$ cat src/hdl/rvPkg.sv
package rvPkg;

	// Datapath and memory widths
	localparam int XLen = 32;
	localparam int RegIdxW = 5;
	localparam int ImemAddrW = 10;
	localparam int DmemAddrW = 6;

	// Major opcodes of the supported subset
	localparam logic [6:0] OpReg = 7'b0110011;
	localparam logic [6:0] OpImm = 7'b0010011;
	localparam logic [6:0] OpLoad = 7'b0000011;
	localparam logic [6:0] OpStore = 7'b0100011;
	localparam logic [6:0] OpBranch = 7'b1100011;
	localparam logic [6:0] OpJal = 7'b1101111;

	// Funct3 values, R-type and branch share the field
	localparam logic [2:0] Funct3Add = 3'b000;
	localparam logic [2:0] Funct3Slt = 3'b010;
	localparam logic [2:0] Funct3Xor = 3'b100;
	localparam logic [2:0] Funct3Or = 3'b110;
	localparam logic [2:0] Funct3And = 3'b111;
	localparam logic [2:0] Funct3Beq = 3'b000;
	localparam logic [2:0] Funct3Bne = 3'b001;
	// Selects SUB over ADD
	localparam logic [6:0] Funct7Sub = 7'b0100000;

	// ALU operation codes
	localparam int AluOpW = 3;
	localparam logic [AluOpW-1:0] AluAdd = 3'd0;
	localparam logic [AluOpW-1:0] AluSub = 3'd1;
	localparam logic [AluOpW-1:0] AluAnd = 3'd2;
	localparam logic [AluOpW-1:0] AluOr = 3'd3;
	localparam logic [AluOpW-1:0] AluXor = 3'd4;
	localparam logic [AluOpW-1:0] AluSlt = 3'd5;

	// ADDI x0,x0,0
	localparam logic [XLen-1:0] NopInstr = 32'h0000_0013;

	// One instruction word seen through each encoding format
	typedef union packed {
		struct packed {
			logic [6:0] funct7;
			logic [4:0] rs2;
			logic [4:0] rs1;
			logic [2:0] funct3;
			logic [4:0] rd;
			logic [6:0] opcode;
		} r;
		struct packed {
			logic [11:0] imm;
			logic [4:0] rs1;
			logic [2:0] funct3;
			logic [4:0] rd;
			logic [6:0] opcode;
		} i;
		struct packed {
			logic [6:0] immHi;
			logic [4:0] rs2;
			logic [4:0] rs1;
			logic [2:0] funct3;
			logic [4:0] immLo;
			logic [6:0] opcode;
		} s;
		struct packed {
			logic imm12;
			logic [5:0] imm10to5;
			logic [4:0] rs2;
			logic [4:0] rs1;
			logic [2:0] funct3;
			logic [3:0] imm4to1;
			logic imm11;
			logic [6:0] opcode;
		} b;
		struct packed {
			logic imm20;
			logic [9:0] imm10to1;
			logic imm11;
			logic [7:0] imm19to12;
			logic [4:0] rd;
			logic [6:0] opcode;
		} j;
	} instrWordT;

endpackage

$ cat src/hdl/regFile.sv
module regFile import rvPkg::*; (
	input logic CLK,
	input logic RSTn,
	input logic [RegIdxW-1:0] ra1,
	input logic [RegIdxW-1:0] ra2,
	input logic we,
	input logic [RegIdxW-1:0] wa,
	input logic [XLen-1:0] wd,
	output logic [XLen-1:0] rd1,
	output logic [XLen-1:0] rd2
);

	// x1 to x31, x0 has no storage
	logic [XLen-1:0] regs [1:31];

	// Same-cycle write shows up on the read port
	function automatic logic [XLen-1:0] readPort(input logic [RegIdxW-1:0] ra);
		if (ra == '0) begin
			return '0;
		end else if (we && (wa == ra)) begin
			return wd;
		end
		return regs[ra];
	endfunction

	always_comb begin
		rd1 = readPort(ra1);
		rd2 = readPort(ra2);
	end

	always_ff @(posedge CLK) begin
		if (RSTn) begin
			for (int i = 1; i < 32; i++) begin
				regs[i] <= '0;
			end
		end else if (we && (wa != '0)) begin
			regs[wa] <= wd;
		end
	end

endmodule

$ cat src/hdl/fetchStage.sv
module fetchStage import rvPkg::*; (
	input logic CLK,
	input logic RSTn,
	input logic stall,
	input logic jumpTaken,
	input logic [XLen-1:0] jumpTarget,
	input logic brFlush,
	input logic [XLen-1:0] brTarget,
	input logic [XLen-1:0] iMemData,
	output logic [ImemAddrW-1:0] iMemAddr,
	output logic [XLen-1:0] ifPc,
	output instrWordT ifInstr
);

	logic [XLen-1:0] pc;
	logic [XLen-1:0] pcNext;
	logic redirect;

	// Byte PC, instruction memory takes a word index
	assign iMemAddr = pc[ImemAddrW+1:2];

	assign redirect = brFlush || jumpTaken;

	// Branch in MEM is older than JAL in EX so it wins
	always_comb begin
		if (brFlush) begin
			pcNext = brTarget;
		end else if (jumpTaken) begin
			pcNext = jumpTarget;
		end else begin
			pcNext = pc + 32'd4;
		end
	end

	always_ff @(posedge CLK) begin
		if (RSTn) begin
			pc <= '0;
			ifPc <= '0;
			ifInstr <= NopInstr;
		end else if (redirect) begin
			pc <= pcNext;
			// Wrong-path fetch becomes a bubble
			ifInstr <= NopInstr;
		end else if (!stall) begin
			pc <= pcNext;
			ifPc <= pc;
			ifInstr <= iMemData;
		end
	end

endmodule

$ cat src/hdl/decodeStage.sv
module decodeStage import rvPkg::*; (
	input logic CLK,
	input logic RSTn,
	input logic [XLen-1:0] ifPc,
	input instrWordT ifInstr,
	input logic jumpTaken,
	input logic brFlush,
	input logic [RegIdxW-1:0] wbRd,
	input logic [XLen-1:0] wbData,
	input logic wbRegWrite,
	output logic stall,
	output logic [XLen-1:0] exPc,
	output logic [RegIdxW-1:0] exRs1,
	output logic [RegIdxW-1:0] exRs2,
	output logic [RegIdxW-1:0] exRd,
	output logic [XLen-1:0] exA,
	output logic [XLen-1:0] exB,
	output logic [XLen-1:0] exImm,
	output logic [AluOpW-1:0] exAluOp,
	output logic exUseImm,
	output logic exRegWrite,
	output logic exMemRead,
	output logic exMemWrite,
	output logic exBranch,
	output logic exBranchNe,
	output logic exJump,
	output logic exValid
);

	logic [6:0] opcode;
	logic isReg;
	logic isImm;
	logic isLoad;
	logic isStore;
	logic isBranch;
	logic isJal;
	logic useRs1;
	logic useRs2;
	logic regWrite;
	logic valid;
	logic bubble;
	logic [AluOpW-1:0] aluOp;
	logic [XLen-1:0] imm;
	logic [XLen-1:0] rd1;
	logic [XLen-1:0] rd2;

	// Source reads use the R view for every format
	regFile uRegFile (
		.CLK(CLK),
		.RSTn(RSTn),
		.ra1(ifInstr.r.rs1),
		.ra2(ifInstr.r.rs2),
		.we(wbRegWrite),
		.wa(wbRd),
		.wd(wbData),
		.rd1(rd1),
		.rd2(rd2)
	);

	assign opcode = ifInstr.r.opcode;
	assign isReg = (opcode == OpReg);
	assign isImm = (opcode == OpImm);
	assign isLoad = (opcode == OpLoad);
	assign isStore = (opcode == OpStore);
	assign isBranch = (opcode == OpBranch);
	assign isJal = (opcode == OpJal);

	assign useRs1 = isReg || isImm || isLoad || isStore || isBranch;
	assign useRs2 = isReg || isStore || isBranch;
	// Writes to x0 are dropped here
	assign regWrite = (isReg || isImm || isLoad || isJal) && (ifInstr.r.rd != '0);
	// Flush NOPs and unknown opcodes are not counted
	assign valid = (useRs1 || isJal) && (ifInstr != NopInstr);

	// ALU control, op class first and funct decode for R-type only
	always_comb begin
		aluOp = AluAdd;
		if (isReg) begin
			case (ifInstr.r.funct3)
				Funct3Add: aluOp = (ifInstr.r.funct7 == Funct7Sub) ? AluSub : AluAdd;
				Funct3Xor: aluOp = AluXor;
				Funct3Or: aluOp = AluOr;
				Funct3And: aluOp = AluAnd;
				Funct3Slt: aluOp = AluSlt;
				default: aluOp = AluAdd;
			endcase
		end
	end

	// Immediate per format view
	always_comb begin
		if (isStore) begin
			imm = {{20{ifInstr.s.immHi[6]}}, ifInstr.s.immHi, ifInstr.s.immLo};
		end else if (isBranch) begin
			imm = {{19{ifInstr.b.imm12}}, ifInstr.b.imm12, ifInstr.b.imm11,
				ifInstr.b.imm10to5, ifInstr.b.imm4to1, 1'b0};
		end else if (isJal) begin
			imm = {{11{ifInstr.j.imm20}}, ifInstr.j.imm20, ifInstr.j.imm19to12,
				ifInstr.j.imm11, ifInstr.j.imm10to1, 1'b0};
		end else begin
			imm = {{20{ifInstr.i.imm[11]}}, ifInstr.i.imm};
		end
	end

	// Load in ID/EX feeding this instruction
	assign stall = exMemRead && (exRd != '0) &&
		((useRs1 && (exRd == ifInstr.r.rs1)) || (useRs2 && (exRd == ifInstr.r.rs2)));

	// Load-use hold, or younger than a redirect
	assign bubble = stall || jumpTaken || brFlush;

	always_ff @(posedge CLK) begin
		if (RSTn) begin
			exRegWrite <= 1'b0;
			exMemRead <= 1'b0;
			exMemWrite <= 1'b0;
			exBranch <= 1'b0;
			exJump <= 1'b0;
			exValid <= 1'b0;
		end else begin
			exRegWrite <= regWrite && !bubble;
			exMemRead <= isLoad && !bubble;
			exMemWrite <= isStore && !bubble;
			exBranch <= isBranch && !bubble;
			exJump <= isJal && !bubble;
			exValid <= valid && !bubble;
		end
	end

	// ID/EX payload
	always_ff @(posedge CLK) begin
		exPc <= ifPc;
		exRs1 <= ifInstr.r.rs1;
		exRs2 <= ifInstr.r.rs2;
		exRd <= ifInstr.r.rd;
		exA <= rd1;
		exB <= rd2;
		exImm <= imm;
		exAluOp <= aluOp;
		exUseImm <= isImm || isLoad || isStore;
		exBranchNe <= (ifInstr.b.funct3 == Funct3Bne);
	end

endmodule

$ cat src/hdl/executeStage.sv
module executeStage import rvPkg::*; (
	input logic CLK,
	input logic RSTn,
	input logic [XLen-1:0] exPc,
	input logic [RegIdxW-1:0] exRs1,
	input logic [RegIdxW-1:0] exRs2,
	input logic [RegIdxW-1:0] exRd,
	input logic [XLen-1:0] exA,
	input logic [XLen-1:0] exB,
	input logic [XLen-1:0] exImm,
	input logic [AluOpW-1:0] exAluOp,
	input logic exUseImm,
	input logic exRegWrite,
	input logic exMemRead,
	input logic exMemWrite,
	input logic exBranch,
	input logic exBranchNe,
	input logic exJump,
	input logic exValid,
	input logic [RegIdxW-1:0] wbRd,
	input logic [XLen-1:0] wbData,
	input logic wbRegWrite,
	output logic jumpTaken,
	output logic [XLen-1:0] jumpTarget,
	output logic brFlush,
	output logic [XLen-1:0] brTarget,
	output logic [XLen-1:0] memAluResult,
	output logic [XLen-1:0] memStoreData,
	output logic [RegIdxW-1:0] memRd,
	output logic memRegWrite,
	output logic memMemRead,
	output logic memJump,
	output logic [XLen-1:0] memLinkPc,
	output logic memValid,
	output logic [DmemAddrW-1:0] dMemAddr,
	output logic dMemWe
);

	logic [XLen-1:0] opA;
	logic [XLen-1:0] fwdB;
	logic [XLen-1:0] opB;
	logic [XLen-1:0] aluOut;
	logic [XLen-1:0] target;
	logic brTaken;
	logic memMemWrite;

	// Youngest producer first, regWrite is never set for x0
	function automatic logic [XLen-1:0] forward(input logic [RegIdxW-1:0] rs,
		input logic [XLen-1:0] idVal);
		if (memRegWrite && (memRd == rs)) begin
			return memAluResult;
		end else if (wbRegWrite && (wbRd == rs)) begin
			return wbData;
		end
		return idVal;
	endfunction

	always_comb begin
		opA = forward(exRs1, exA);
		fwdB = forward(exRs2, exB);
	end

	assign opB = exUseImm ? exImm : fwdB;

	always_comb begin
		case (exAluOp)
			AluSub: aluOut = opA - opB;
			AluAnd: aluOut = opA & opB;
			AluOr: aluOut = opA | opB;
			AluXor: aluOut = opA ^ opB;
			AluSlt: aluOut = {{(XLen-1){1'b0}}, $signed(opA) < $signed(opB)};
			default: aluOut = opA + opB;
		endcase
	end

	// One adder serves branch and JAL targets
	assign target = exPc + exImm;
	// Compare on register operands, not the immediate path
	assign brTaken = exBranch && (exBranchNe ? (opA != fwdB) : (opA == fwdB));

	// JAL redirects from here
	assign jumpTaken = exJump;
	assign jumpTarget = target;

	// A taken branch in EX/MEM kills the entry behind it
	always_ff @(posedge CLK) begin
		if (RSTn) begin
			memRegWrite <= 1'b0;
			memMemRead <= 1'b0;
			memMemWrite <= 1'b0;
			memJump <= 1'b0;
			memValid <= 1'b0;
			brFlush <= 1'b0;
		end else begin
			memRegWrite <= exRegWrite && !brFlush;
			memMemRead <= exMemRead && !brFlush;
			memMemWrite <= exMemWrite && !brFlush;
			memJump <= exJump && !brFlush;
			memValid <= exValid && !brFlush;
			brFlush <= brTaken && !brFlush;
		end
	end

	// EX/MEM payload
	always_ff @(posedge CLK) begin
		memAluResult <= aluOut;
		memStoreData <= fwdB;
		memRd <= exRd;
		memLinkPc <= exPc + 32'd4;
		brTarget <= target;
	end

	// Data memory is word addressed
	assign dMemAddr = memAluResult[DmemAddrW+1:2];
	assign dMemWe = memMemWrite;

endmodule

$ cat src/hdl/memWbStage.sv
module memWbStage import rvPkg::*; (
	input logic CLK,
	input logic RSTn,
	input logic [XLen-1:0] memAluResult,
	input logic [RegIdxW-1:0] memRd,
	input logic memRegWrite,
	input logic memMemRead,
	input logic memJump,
	input logic [XLen-1:0] memLinkPc,
	input logic memValid,
	input logic [XLen-1:0] dMemRData,
	output logic [RegIdxW-1:0] wbRd,
	output logic [XLen-1:0] wbData,
	output logic wbRegWrite,
	output logic rfWe,
	output logic [RegIdxW-1:0] rfWa,
	output logic [XLen-1:0] rfWd,
	output logic [XLen-1:0] numInst
);

	logic wbMemRead;
	logic wbJump;
	logic [XLen-1:0] wbAlu;
	logic [XLen-1:0] wbLoad;
	logic [XLen-1:0] wbLink;

	// Count moves with the MEM/WB load so it lines up with rfWe
	always_ff @(posedge CLK) begin
		if (RSTn) begin
			wbRegWrite <= 1'b0;
			wbMemRead <= 1'b0;
			wbJump <= 1'b0;
			numInst <= '0;
		end else begin
			wbRegWrite <= memRegWrite;
			wbMemRead <= memMemRead;
			wbJump <= memJump;
			numInst <= numInst + {{(XLen-1){1'b0}}, memValid};
		end
	end

	// MEM/WB payload, load data sampled from the same-cycle memory
	always_ff @(posedge CLK) begin
		wbRd <= memRd;
		wbAlu <= memAluResult;
		wbLoad <= dMemRData;
		wbLink <= memLinkPc;
	end

	// Writeback select
	always_comb begin
		if (wbMemRead) begin
			wbData = wbLoad;
		end else if (wbJump) begin
			wbData = wbLink;
		end else begin
			wbData = wbAlu;
		end
	end

	// Register file write port seen outside
	assign rfWe = wbRegWrite;
	assign rfWa = wbRd;
	assign rfWd = wbData;

endmodule

$ cat src/hdl/rvCore.sv
module rvCore import rvPkg::*; (
	input logic CLK,
	input logic RSTn,
	input logic [XLen-1:0] iMemData,
	input logic [XLen-1:0] dMemRData,
	output logic [ImemAddrW-1:0] iMemAddr,
	output logic [DmemAddrW-1:0] dMemAddr,
	output logic [XLen-1:0] dMemWData,
	output logic dMemWe,
	output logic rfWe,
	output logic [RegIdxW-1:0] rfWa,
	output logic [XLen-1:0] rfWd,
	output logic [XLen-1:0] numInst
);

	// IF/ID
	logic [XLen-1:0] ifPc;
	instrWordT ifInstr;

	// Hazard and redirect
	logic stall;
	logic jumpTaken;
	logic [XLen-1:0] jumpTarget;
	logic brFlush;
	logic [XLen-1:0] brTarget;

	// ID/EX
	logic [XLen-1:0] exPc;
	logic [RegIdxW-1:0] exRs1;
	logic [RegIdxW-1:0] exRs2;
	logic [RegIdxW-1:0] exRd;
	logic [XLen-1:0] exA;
	logic [XLen-1:0] exB;
	logic [XLen-1:0] exImm;
	logic [AluOpW-1:0] exAluOp;
	logic exUseImm;
	logic exRegWrite;
	logic exMemRead;
	logic exMemWrite;
	logic exBranch;
	logic exBranchNe;
	logic exJump;
	logic exValid;

	// EX/MEM
	logic [XLen-1:0] memAluResult;
	logic [RegIdxW-1:0] memRd;
	logic memRegWrite;
	logic memMemRead;
	logic memJump;
	logic [XLen-1:0] memLinkPc;
	logic memValid;

	// MEM/WB result, shared by forwarding and the register file
	logic [RegIdxW-1:0] wbRd;
	logic [XLen-1:0] wbData;
	logic wbRegWrite;

	fetchStage uFetch (
		.CLK(CLK),
		.RSTn(RSTn),
		.stall(stall),
		.jumpTaken(jumpTaken),
		.jumpTarget(jumpTarget),
		.brFlush(brFlush),
		.brTarget(brTarget),
		.iMemData(iMemData),
		.iMemAddr(iMemAddr),
		.ifPc(ifPc),
		.ifInstr(ifInstr)
	);

	decodeStage uDecode (
		.CLK(CLK),
		.RSTn(RSTn),
		.ifPc(ifPc),
		.ifInstr(ifInstr),
		.jumpTaken(jumpTaken),
		.brFlush(brFlush),
		.wbRd(wbRd),
		.wbData(wbData),
		.wbRegWrite(wbRegWrite),
		.stall(stall),
		.exPc(exPc),
		.exRs1(exRs1),
		.exRs2(exRs2),
		.exRd(exRd),
		.exA(exA),
		.exB(exB),
		.exImm(exImm),
		.exAluOp(exAluOp),
		.exUseImm(exUseImm),
		.exRegWrite(exRegWrite),
		.exMemRead(exMemRead),
		.exMemWrite(exMemWrite),
		.exBranch(exBranch),
		.exBranchNe(exBranchNe),
		.exJump(exJump),
		.exValid(exValid)
	);

	executeStage uExecute (
		.CLK(CLK),
		.RSTn(RSTn),
		.exPc(exPc),
		.exRs1(exRs1),
		.exRs2(exRs2),
		.exRd(exRd),
		.exA(exA),
		.exB(exB),
		.exImm(exImm),
		.exAluOp(exAluOp),
		.exUseImm(exUseImm),
		.exRegWrite(exRegWrite),
		.exMemRead(exMemRead),
		.exMemWrite(exMemWrite),
		.exBranch(exBranch),
		.exBranchNe(exBranchNe),
		.exJump(exJump),
		.exValid(exValid),
		.wbRd(wbRd),
		.wbData(wbData),
		.wbRegWrite(wbRegWrite),
		.jumpTaken(jumpTaken),
		.jumpTarget(jumpTarget),
		.brFlush(brFlush),
		.brTarget(brTarget),
		.memAluResult(memAluResult),
		// Store data register feeds the data memory directly
		.memStoreData(dMemWData),
		.memRd(memRd),
		.memRegWrite(memRegWrite),
		.memMemRead(memMemRead),
		.memJump(memJump),
		.memLinkPc(memLinkPc),
		.memValid(memValid),
		.dMemAddr(dMemAddr),
		.dMemWe(dMemWe)
	);

	memWbStage uMemWb (
		.CLK(CLK),
		.RSTn(RSTn),
		.memAluResult(memAluResult),
		.memRd(memRd),
		.memRegWrite(memRegWrite),
		.memMemRead(memMemRead),
		.memJump(memJump),
		.memLinkPc(memLinkPc),
		.memValid(memValid),
		.dMemRData(dMemRData),
		.wbRd(wbRd),
		.wbData(wbData),
		.wbRegWrite(wbRegWrite),
		.rfWe(rfWe),
		.rfWa(rfWa),
		.rfWd(rfWd),
		.numInst(numInst)
	);

endmodule

$ cat config.mk
export PLATFORM = sky130hd
export DESIGN_NAME = rvCore
export DESIGN_NICKNAME = d
export VERILOG_FILES = /design/src/hdl/rvPkg.sv /design/src/hdl/regFile.sv /design/src/hdl/fetchStage.sv /design/src/hdl/decodeStage.sv /design/src/hdl/executeStage.sv /design/src/hdl/memWbStage.sv /design/src/hdl/rvCore.sv
export SDC_FILE = /design/constraint.sdc
export NUM_CORES = 2
export LEC_CHECK = 0
export BUFFER_PORTS_ARGS = -buffer_cell sky130_fd_sc_hd__buf_4
export CAP_MARGIN = 20
export CORE_MARGIN = 2
export CORE_UTILIZATION = 30
export CTS_BUF_LIST = sky130_fd_sc_hd__clkbuf_4 sky130_fd_sc_hd__clkbuf_8
export DETAILED_ROUTE_END_ITERATION = 16
export PLACE_DENSITY = 0.5
export SLEW_MARGIN = 0
export SYNTH_ARGS = -nofsm -noshare
export SYNTH_HDL_FRONTEND = slang
export SYNTH_SLANG_ARGS = --single-unit
$ cat constraint.sdc
create_clock -name CLK -period 4 [get_ports CLK]
set_input_delay 0.4 -clock CLK [delete_from_list [all_inputs] [get_ports CLK]]
set_output_delay 0.4 -clock CLK [all_outputs]
set_load 0.02 [all_outputs]
== After elaboration in Yosys (flattened, before gate mapping) ==
Memories as Yosys holds them, arrays and structs flattened. A register that Yosys moved wholly into a read port is not among the register bits.
Index checks and enable logic that the tools add are counted.
Cells by class
  add/sub/neg operators: 6
  order comparisons: 1
  eq/ne operators: 29
  muxes and demuxes: 46
  bitwise logic cells: 5
  reduce and logical (&&, ||, !) cells: 51
Operators with widths (number)
  $mux W32: 20
  $pmux W32 S5: 1
  $add A32 B3 Y32 const B: 2
  $add A32 B32 Y32: 2
  $mux W20: 3
  $eq A5 B5 Y1: 8
  $add A32 B1 Y32: 1
  $and A32 B32 Y32: 1
  $eq A32 B32 Y1: 1
  $lt A32 B32 Y1: 1
  $ne A32 B32 Y1: 1
  $ne A32 B5 Y1 const B: 1
  $or A32 B32 Y32: 1
  $reduce_or A32 Y1: 1
  $sub A32 B32 Y32: 1
  $xor A32 B32 Y32: 1
  $logic_and A1 B1 Y1: 26
  $mux W5: 5
  $eq A7 B6 Y1 const B: 3
  $mux W1: 16
  $eq A3 B3 Y1 const B: 5
  $pmux W3 S5: 1
  $reduce_bool A5 Y1: 3
  $eq A7 B7 Y1 const B: 2
  other kinds (12): 31
Storage, ports and cells
  register bits after elaboration: 514
  RAM bits: 992
  input bits: 66
  output and inout bits: 119
  logic and storage cells: 177
  memories kept: 1
Memory list
  uDecode.uRegFile.regs: words 31, width 32, read ports 2, clocked after memory_dff 2, write ports 31, line regFile.sv:14  | logic [XLen-1:0] regs [1:31];

== Depth between registers and ports, before layout ==
  word-level depth: 12
  gate-level depth with buffers: 22
  mapped depth without buffers: 19

== Modules after synthesis ==
Synthesis repeated with hierarchy kept, for this count alone.
Second synthesis, totals
  cells, all modules: 6545
  area, all modules: 79998.0 um^2
Modules (own cells, without submodules)
  regFile: instances 1, cells an instance 3744, area each 55248.0 um^2, sequential area each 30749.5 um^2
  executeStage: instances 1, cells an instance 1578, area each 12159.2 um^2, sequential area each 2782.7 um^2
  memWbStage: instances 1, cells an instance 429, area each 4555.6 um^2, sequential area each 2722.6 um^2
  fetchStage: instances 1, cells an instance 558, area each 4535.6 um^2, sequential area each 1921.8 um^2
  decodeStage: instances 1, cells an instance 236, area each 3499.6 um^2, sequential area each 2862.7 um^2

== Worst setup path after synthesis ==
Ideal clock, no wire load.
  path kind: register -> register
  from: register uMemWb.wbRd[2] (netlist: uMemWb.rfWa[2])
  to: register uExecute.memAluResult[28]
  library setup time: 0.138 ns
  arrival time: 4.504 ns
  required time: 3.862 ns
  path slack: -0.642 ns
  stages on the path, launching flop included: 23
  buffers on the path: 3
  clock period less this slack: 4.642 ns
  path through: dfxtp_1 -> buf_6 -> xnor2_2 -> nand4_2 -> buf_6 -> buf_6 -> or3_1 -> a31oi_1 -> mux2i_1 -> inv_1 -> ha_1 -> inv_1 -> fa_1 -> nor2b_1 -> nor3_2 -> a2111oi_4 -> nor4_2 -> o41ai_4 -> a2111oi_1 -> o31a_1 -> nor2_2 -> mux2i_1 -> o221ai_1
Between the ends
  cells in the longest elaborated chain, start to end: 8
  elaborated cells between the ends (all ways): 17
  classes of those cells: add/sub (2); eq/ne (2); mux (8); bitwise (3); reduce/logical (2)
RTL lines
  from (decl): line memWbStage.sv:12  | output logic [RegIdxW-1:0] wbRd,
  from (signal assigned): line memWbStage.sv:44  | wbRd <= memRd;
  $eq A5 B5 Y1 *: line executeStage.sv:52  | end else if (wbRegWrite && (wbRd == rs)) begin
  $logic_and A1 B1 Y1 *: line executeStage.sv:52
  $mux W1 *: line executeStage.sv:52
  $mux W1 *: line executeStage.sv:50  | if (memRegWrite && (memRd == rs)) begin
  $mux W32 *: line executeStage.sv:55  | return idVal;
  via uExecute.fwdB[0]: line executeStage.sv:40  | logic [XLen-1:0] fwdB;
  $mux W32 *: line executeStage.sv:63  | assign opB = exUseImm ? exImm : fwdB;
  $add A32 B32 Y32 or $sub A32 B32 Y32 (tied branches): line executeStage.sv:72, executeStage.sv:67
  $pmux W32 S5 *: line executeStage.sv:66  | case (exAluOp)
  via uExecute.aluOut[28]: line executeStage.sv:42  | logic [XLen-1:0] aluOut;
  to (signal assigned): line executeStage.sv:106  | memAluResult <= aluOut;
  to (decl): line executeStage.sv:27  | output logic [XLen-1:0] memAluResult,
The timed path passes the listed nets; every way through them passes the cells marked *.
A chain may end at the register's enable or synchronous reset.

== Worst setup path in the final report ==
  from: register uMemWb.wbRd[1] (netlist: uMemWb.rfWa[1])
  to: register uExecute.memAluResult[20]
Same word-level chain as after synthesis.

==> results.tsv <==
metric	value	unit
status	finished with violations	
failing checks	negative setup slack	
crit-path max FO	5	
YS warnings	0	
post-synth top area share	39.6	%
WHS Path Cells	2	
Worst Path Arrival	5.41	ns
Final ANT Viol Nets	0	
P&R area growth vs syn	25.2	%
post-placement cell count	9949	
Die Footprint	263000	um^2
CTS buffer count	304	
largest net degree at the start of global routing	103	
Avg Inst Size Synth	12.5	um^2
vias in the first global route	58791	
Post-synth EDFFs	1024	
PortBufs	184	
CP startpoint kind	flop	
Core Region	257000	um^2
total gr overflow	0	
1st-iter DRT viols	7349	
Leak	0.0358	uW
CTS H-tree depth	5	
Slew headroom	18.0	%
worst r2r src	uMemWb.rfWa[1]	
async set-reset flop share out of synthesis	0	%
Place WS	-0.581	ns
sequential share of the synthesized area	53.1	%
Worst Setup Slack, final	-0.501	ns
first-pass GRT wire length	444000	um
Data required, critical path	4.91	ns
most frequent cells in the layout	nor2_1, edfxtp_1, buf_4	
R2R Path End	uExecute.memAluResult[20]	
synthesized instance count	6207	
Achievable Freq	0.222	GHz
area leader, netlist	edfxtp_1	
Residual DRC	0	
Hold Violations, Final	0	
pwr/cell area	507	nW/um^2
layout cells sized above 1	34.8	%
Worst Tran Pin Value	1.22	ns
Top reg by flops	uDecode.uRegFile.regs	
Hold/Removal Path Class	primary input to flop	
number of flip-flops in the largest register	1024	
Distinct cells, synth	105	
io pins	185	
Max Slew Vio Count	0	
Period Utilization, post-route	113	%
Initial Util	30.2	%
R2R depth	20	
layout net count	7277	
mapped cell area	77700	um^2
vias	58876	
Root Buffer	clkbuf_8	
worst vdd ir	0.000360	V
clock slew at reported path FFs	0.06	ns
commonest non-fill, non-tap cell in the layout	nor2_1	
Reg2Reg Setup Slack	-0.50	ns
worst hold margin	0.0904	ns
routability congestion estimate	0.944	
Clock Latency Late Sink	1.08	ns
RSZ-0062 raised after global routing	true	
drt total wl	317000	um
initial antenna violation count	24	
critical path type	flop to flop	
Die Y	513	um
Area contributors post-synth	edfxtp_1, mux4_2, dfxtp_1	
endpoint class of the critical path	flop	
final period demand of the worst path	4.50	ns
dpl hpwl	210000	um
DR pass1 iterations	5	
hold_sp	dMemRData[19]	
row count	186	
Worst Hold End	uMemWb.wbLoad[19]	
Total GRT Usage	23.6	%
Non-Filler Instances	10661	
Most used DFF post-synth	edfxtp_1	
DR WL/cell	29.8	um
Setup-failing EPs final	23	
clock sink count	1548	
clock buffer depth	4	
vias per cell	5.52	
Seq cells post-synth	1548	
Max-Cap Viols	0	
Fin Clk Skew	0.122	ns
die width	513	um
CTS tree	built	
cells by family after synthesis:
logic type	share of synthesized area (%)
muxes	20.2
and+or+nand+nor	11.0
AOI/OAI and AO/OA	7.41
buffers and inverters	3.93
adders and majority gates	2.19
xor gates and xnor gates	2.20
other	0.00483
DFF	53.1
timing repair:
item | in CTS | in global routing
buffers inserted | 77 | 40
endpoints found under the hold margin | 74 | 0
cloned | 2 | 0
pin swaps | 86 | 119
hold buffers | 96 | 0
gates resized for setup | 257 | 142
endpoints found under the setup margin | 27 | 31
metrics by stage:
step	area [um^2]	total power, uW	utilization, %	setup TNS (ns)
after floorplan	78100	25100	-	-0.880
after global placement	87800	32000	34.1	-9.74
after detailed placement	87800	32100	34.1	-10.47
after CTS	96300	48900	37.5	-5.32
after global routing	97300	50800	37.8	-9.99
final	97300	49300	37.8	-7.01
synthesized netlist by cell type (15+ instances only):
cell      count
nor3_1       95
nand2_1     260
mux2_2       40
nand2b_1     54
nand4_1      29
or3_1        54
buf_1        33
xnor2_1     113
o22ai_1      26
buf_4        22
a21o_1       40
o21bai_1     21
inv_1       173
a22oi_1      24
a21oi_1     194
a211oi_1    150
o21a_1       22
and3_1       31
mux4_2      640
mux2i_1      58
edfxtp_1   1024
ha_1        131
nor2_1     1232
o21ai_0     153
a31oi_1      54
dfxtp_1     524
buf_2        59
o21ai_1      15
o211ai_1     16
clkbuf_1    427
nand3_1      67
nor2b_1      81
xor2_1       65
where the power goes:
group / internal [uW] / total (uW) / switching, uW / leakage, uW
Clock: 8800 / 15800 / 7040 / 0.00305
Combinational: 5540 / 14200 / 8630 / 0.0179
Sequential: 18100 / 19300 / 1140 / 0.0149
worst max-delay path by stage:
stage                                start                   endpoint  slack [ns]  cells past startpoint
after floorplan             uMemWb.rfWa[1]  uExecute.memAluResult[28]       -0.16                     18
after global placement    uDecode.exRs2[0]  uExecute.memAluResult[20]       -0.58                     18
after detailed placement  uDecode.exRs2[1]  uExecute.memAluResult[27]       -0.58                     19
after CTS                   uMemWb.rfWa[2]  uExecute.memAluResult[20]       -0.47                     20
after global routing      uDecode.exRs2[3]  uExecute.memAluResult[28]       -0.62                     18
final                       uMemWb.rfWa[1]  uExecute.memAluResult[20]       -0.50                     20
routing by layer:
metal	track usage (%)	share of wire (%)	vias to the layer above
li1	-	-	24821
met1	31.6	41	30201
met2	36.9	45	3208
met3	5.84	9.9	632
met4	8.80	4.1	14
met5	0	0.029	-
layout make-up:
type | instances | area [um^2]
Clock buffer | 416 | 5170
Clock inverter | 85 | 602
Timing Repair Buffer | 1089 | 9490
Sequential cell | 1548 | 41300
Inverter | 186 | 711
Fill cell | 24634 | 160000
Tap cell | 3384 | 4230
Multi-Input combinational cell | 3948 | 35700
Antenna cell | 5 | 12.5
worst max-delay path: stages (launching register included):
cell	delay, ns
dfxtp_4	0.37
xnor2_4	0.19
nand4_4	0.19
or3_4	0.42
a31oi_4	0.23
mux2i_1	0.12
inv_1	0.10
ha_2	0.20
inv_2	0.04
fa_2	0.33
nor2b_4	0.14
nor3_4	0.15
a2111oi_4	0.05
buf_4	0.15
nor4_4	0.31
o41ai_4	0.16
buf_4	0.18
a211o_4	0.33
a221o_1	0.35
a211o_1	0.28
a21oi_2	0.10
No activity file was read; power rests on OpenSTA's default activity.
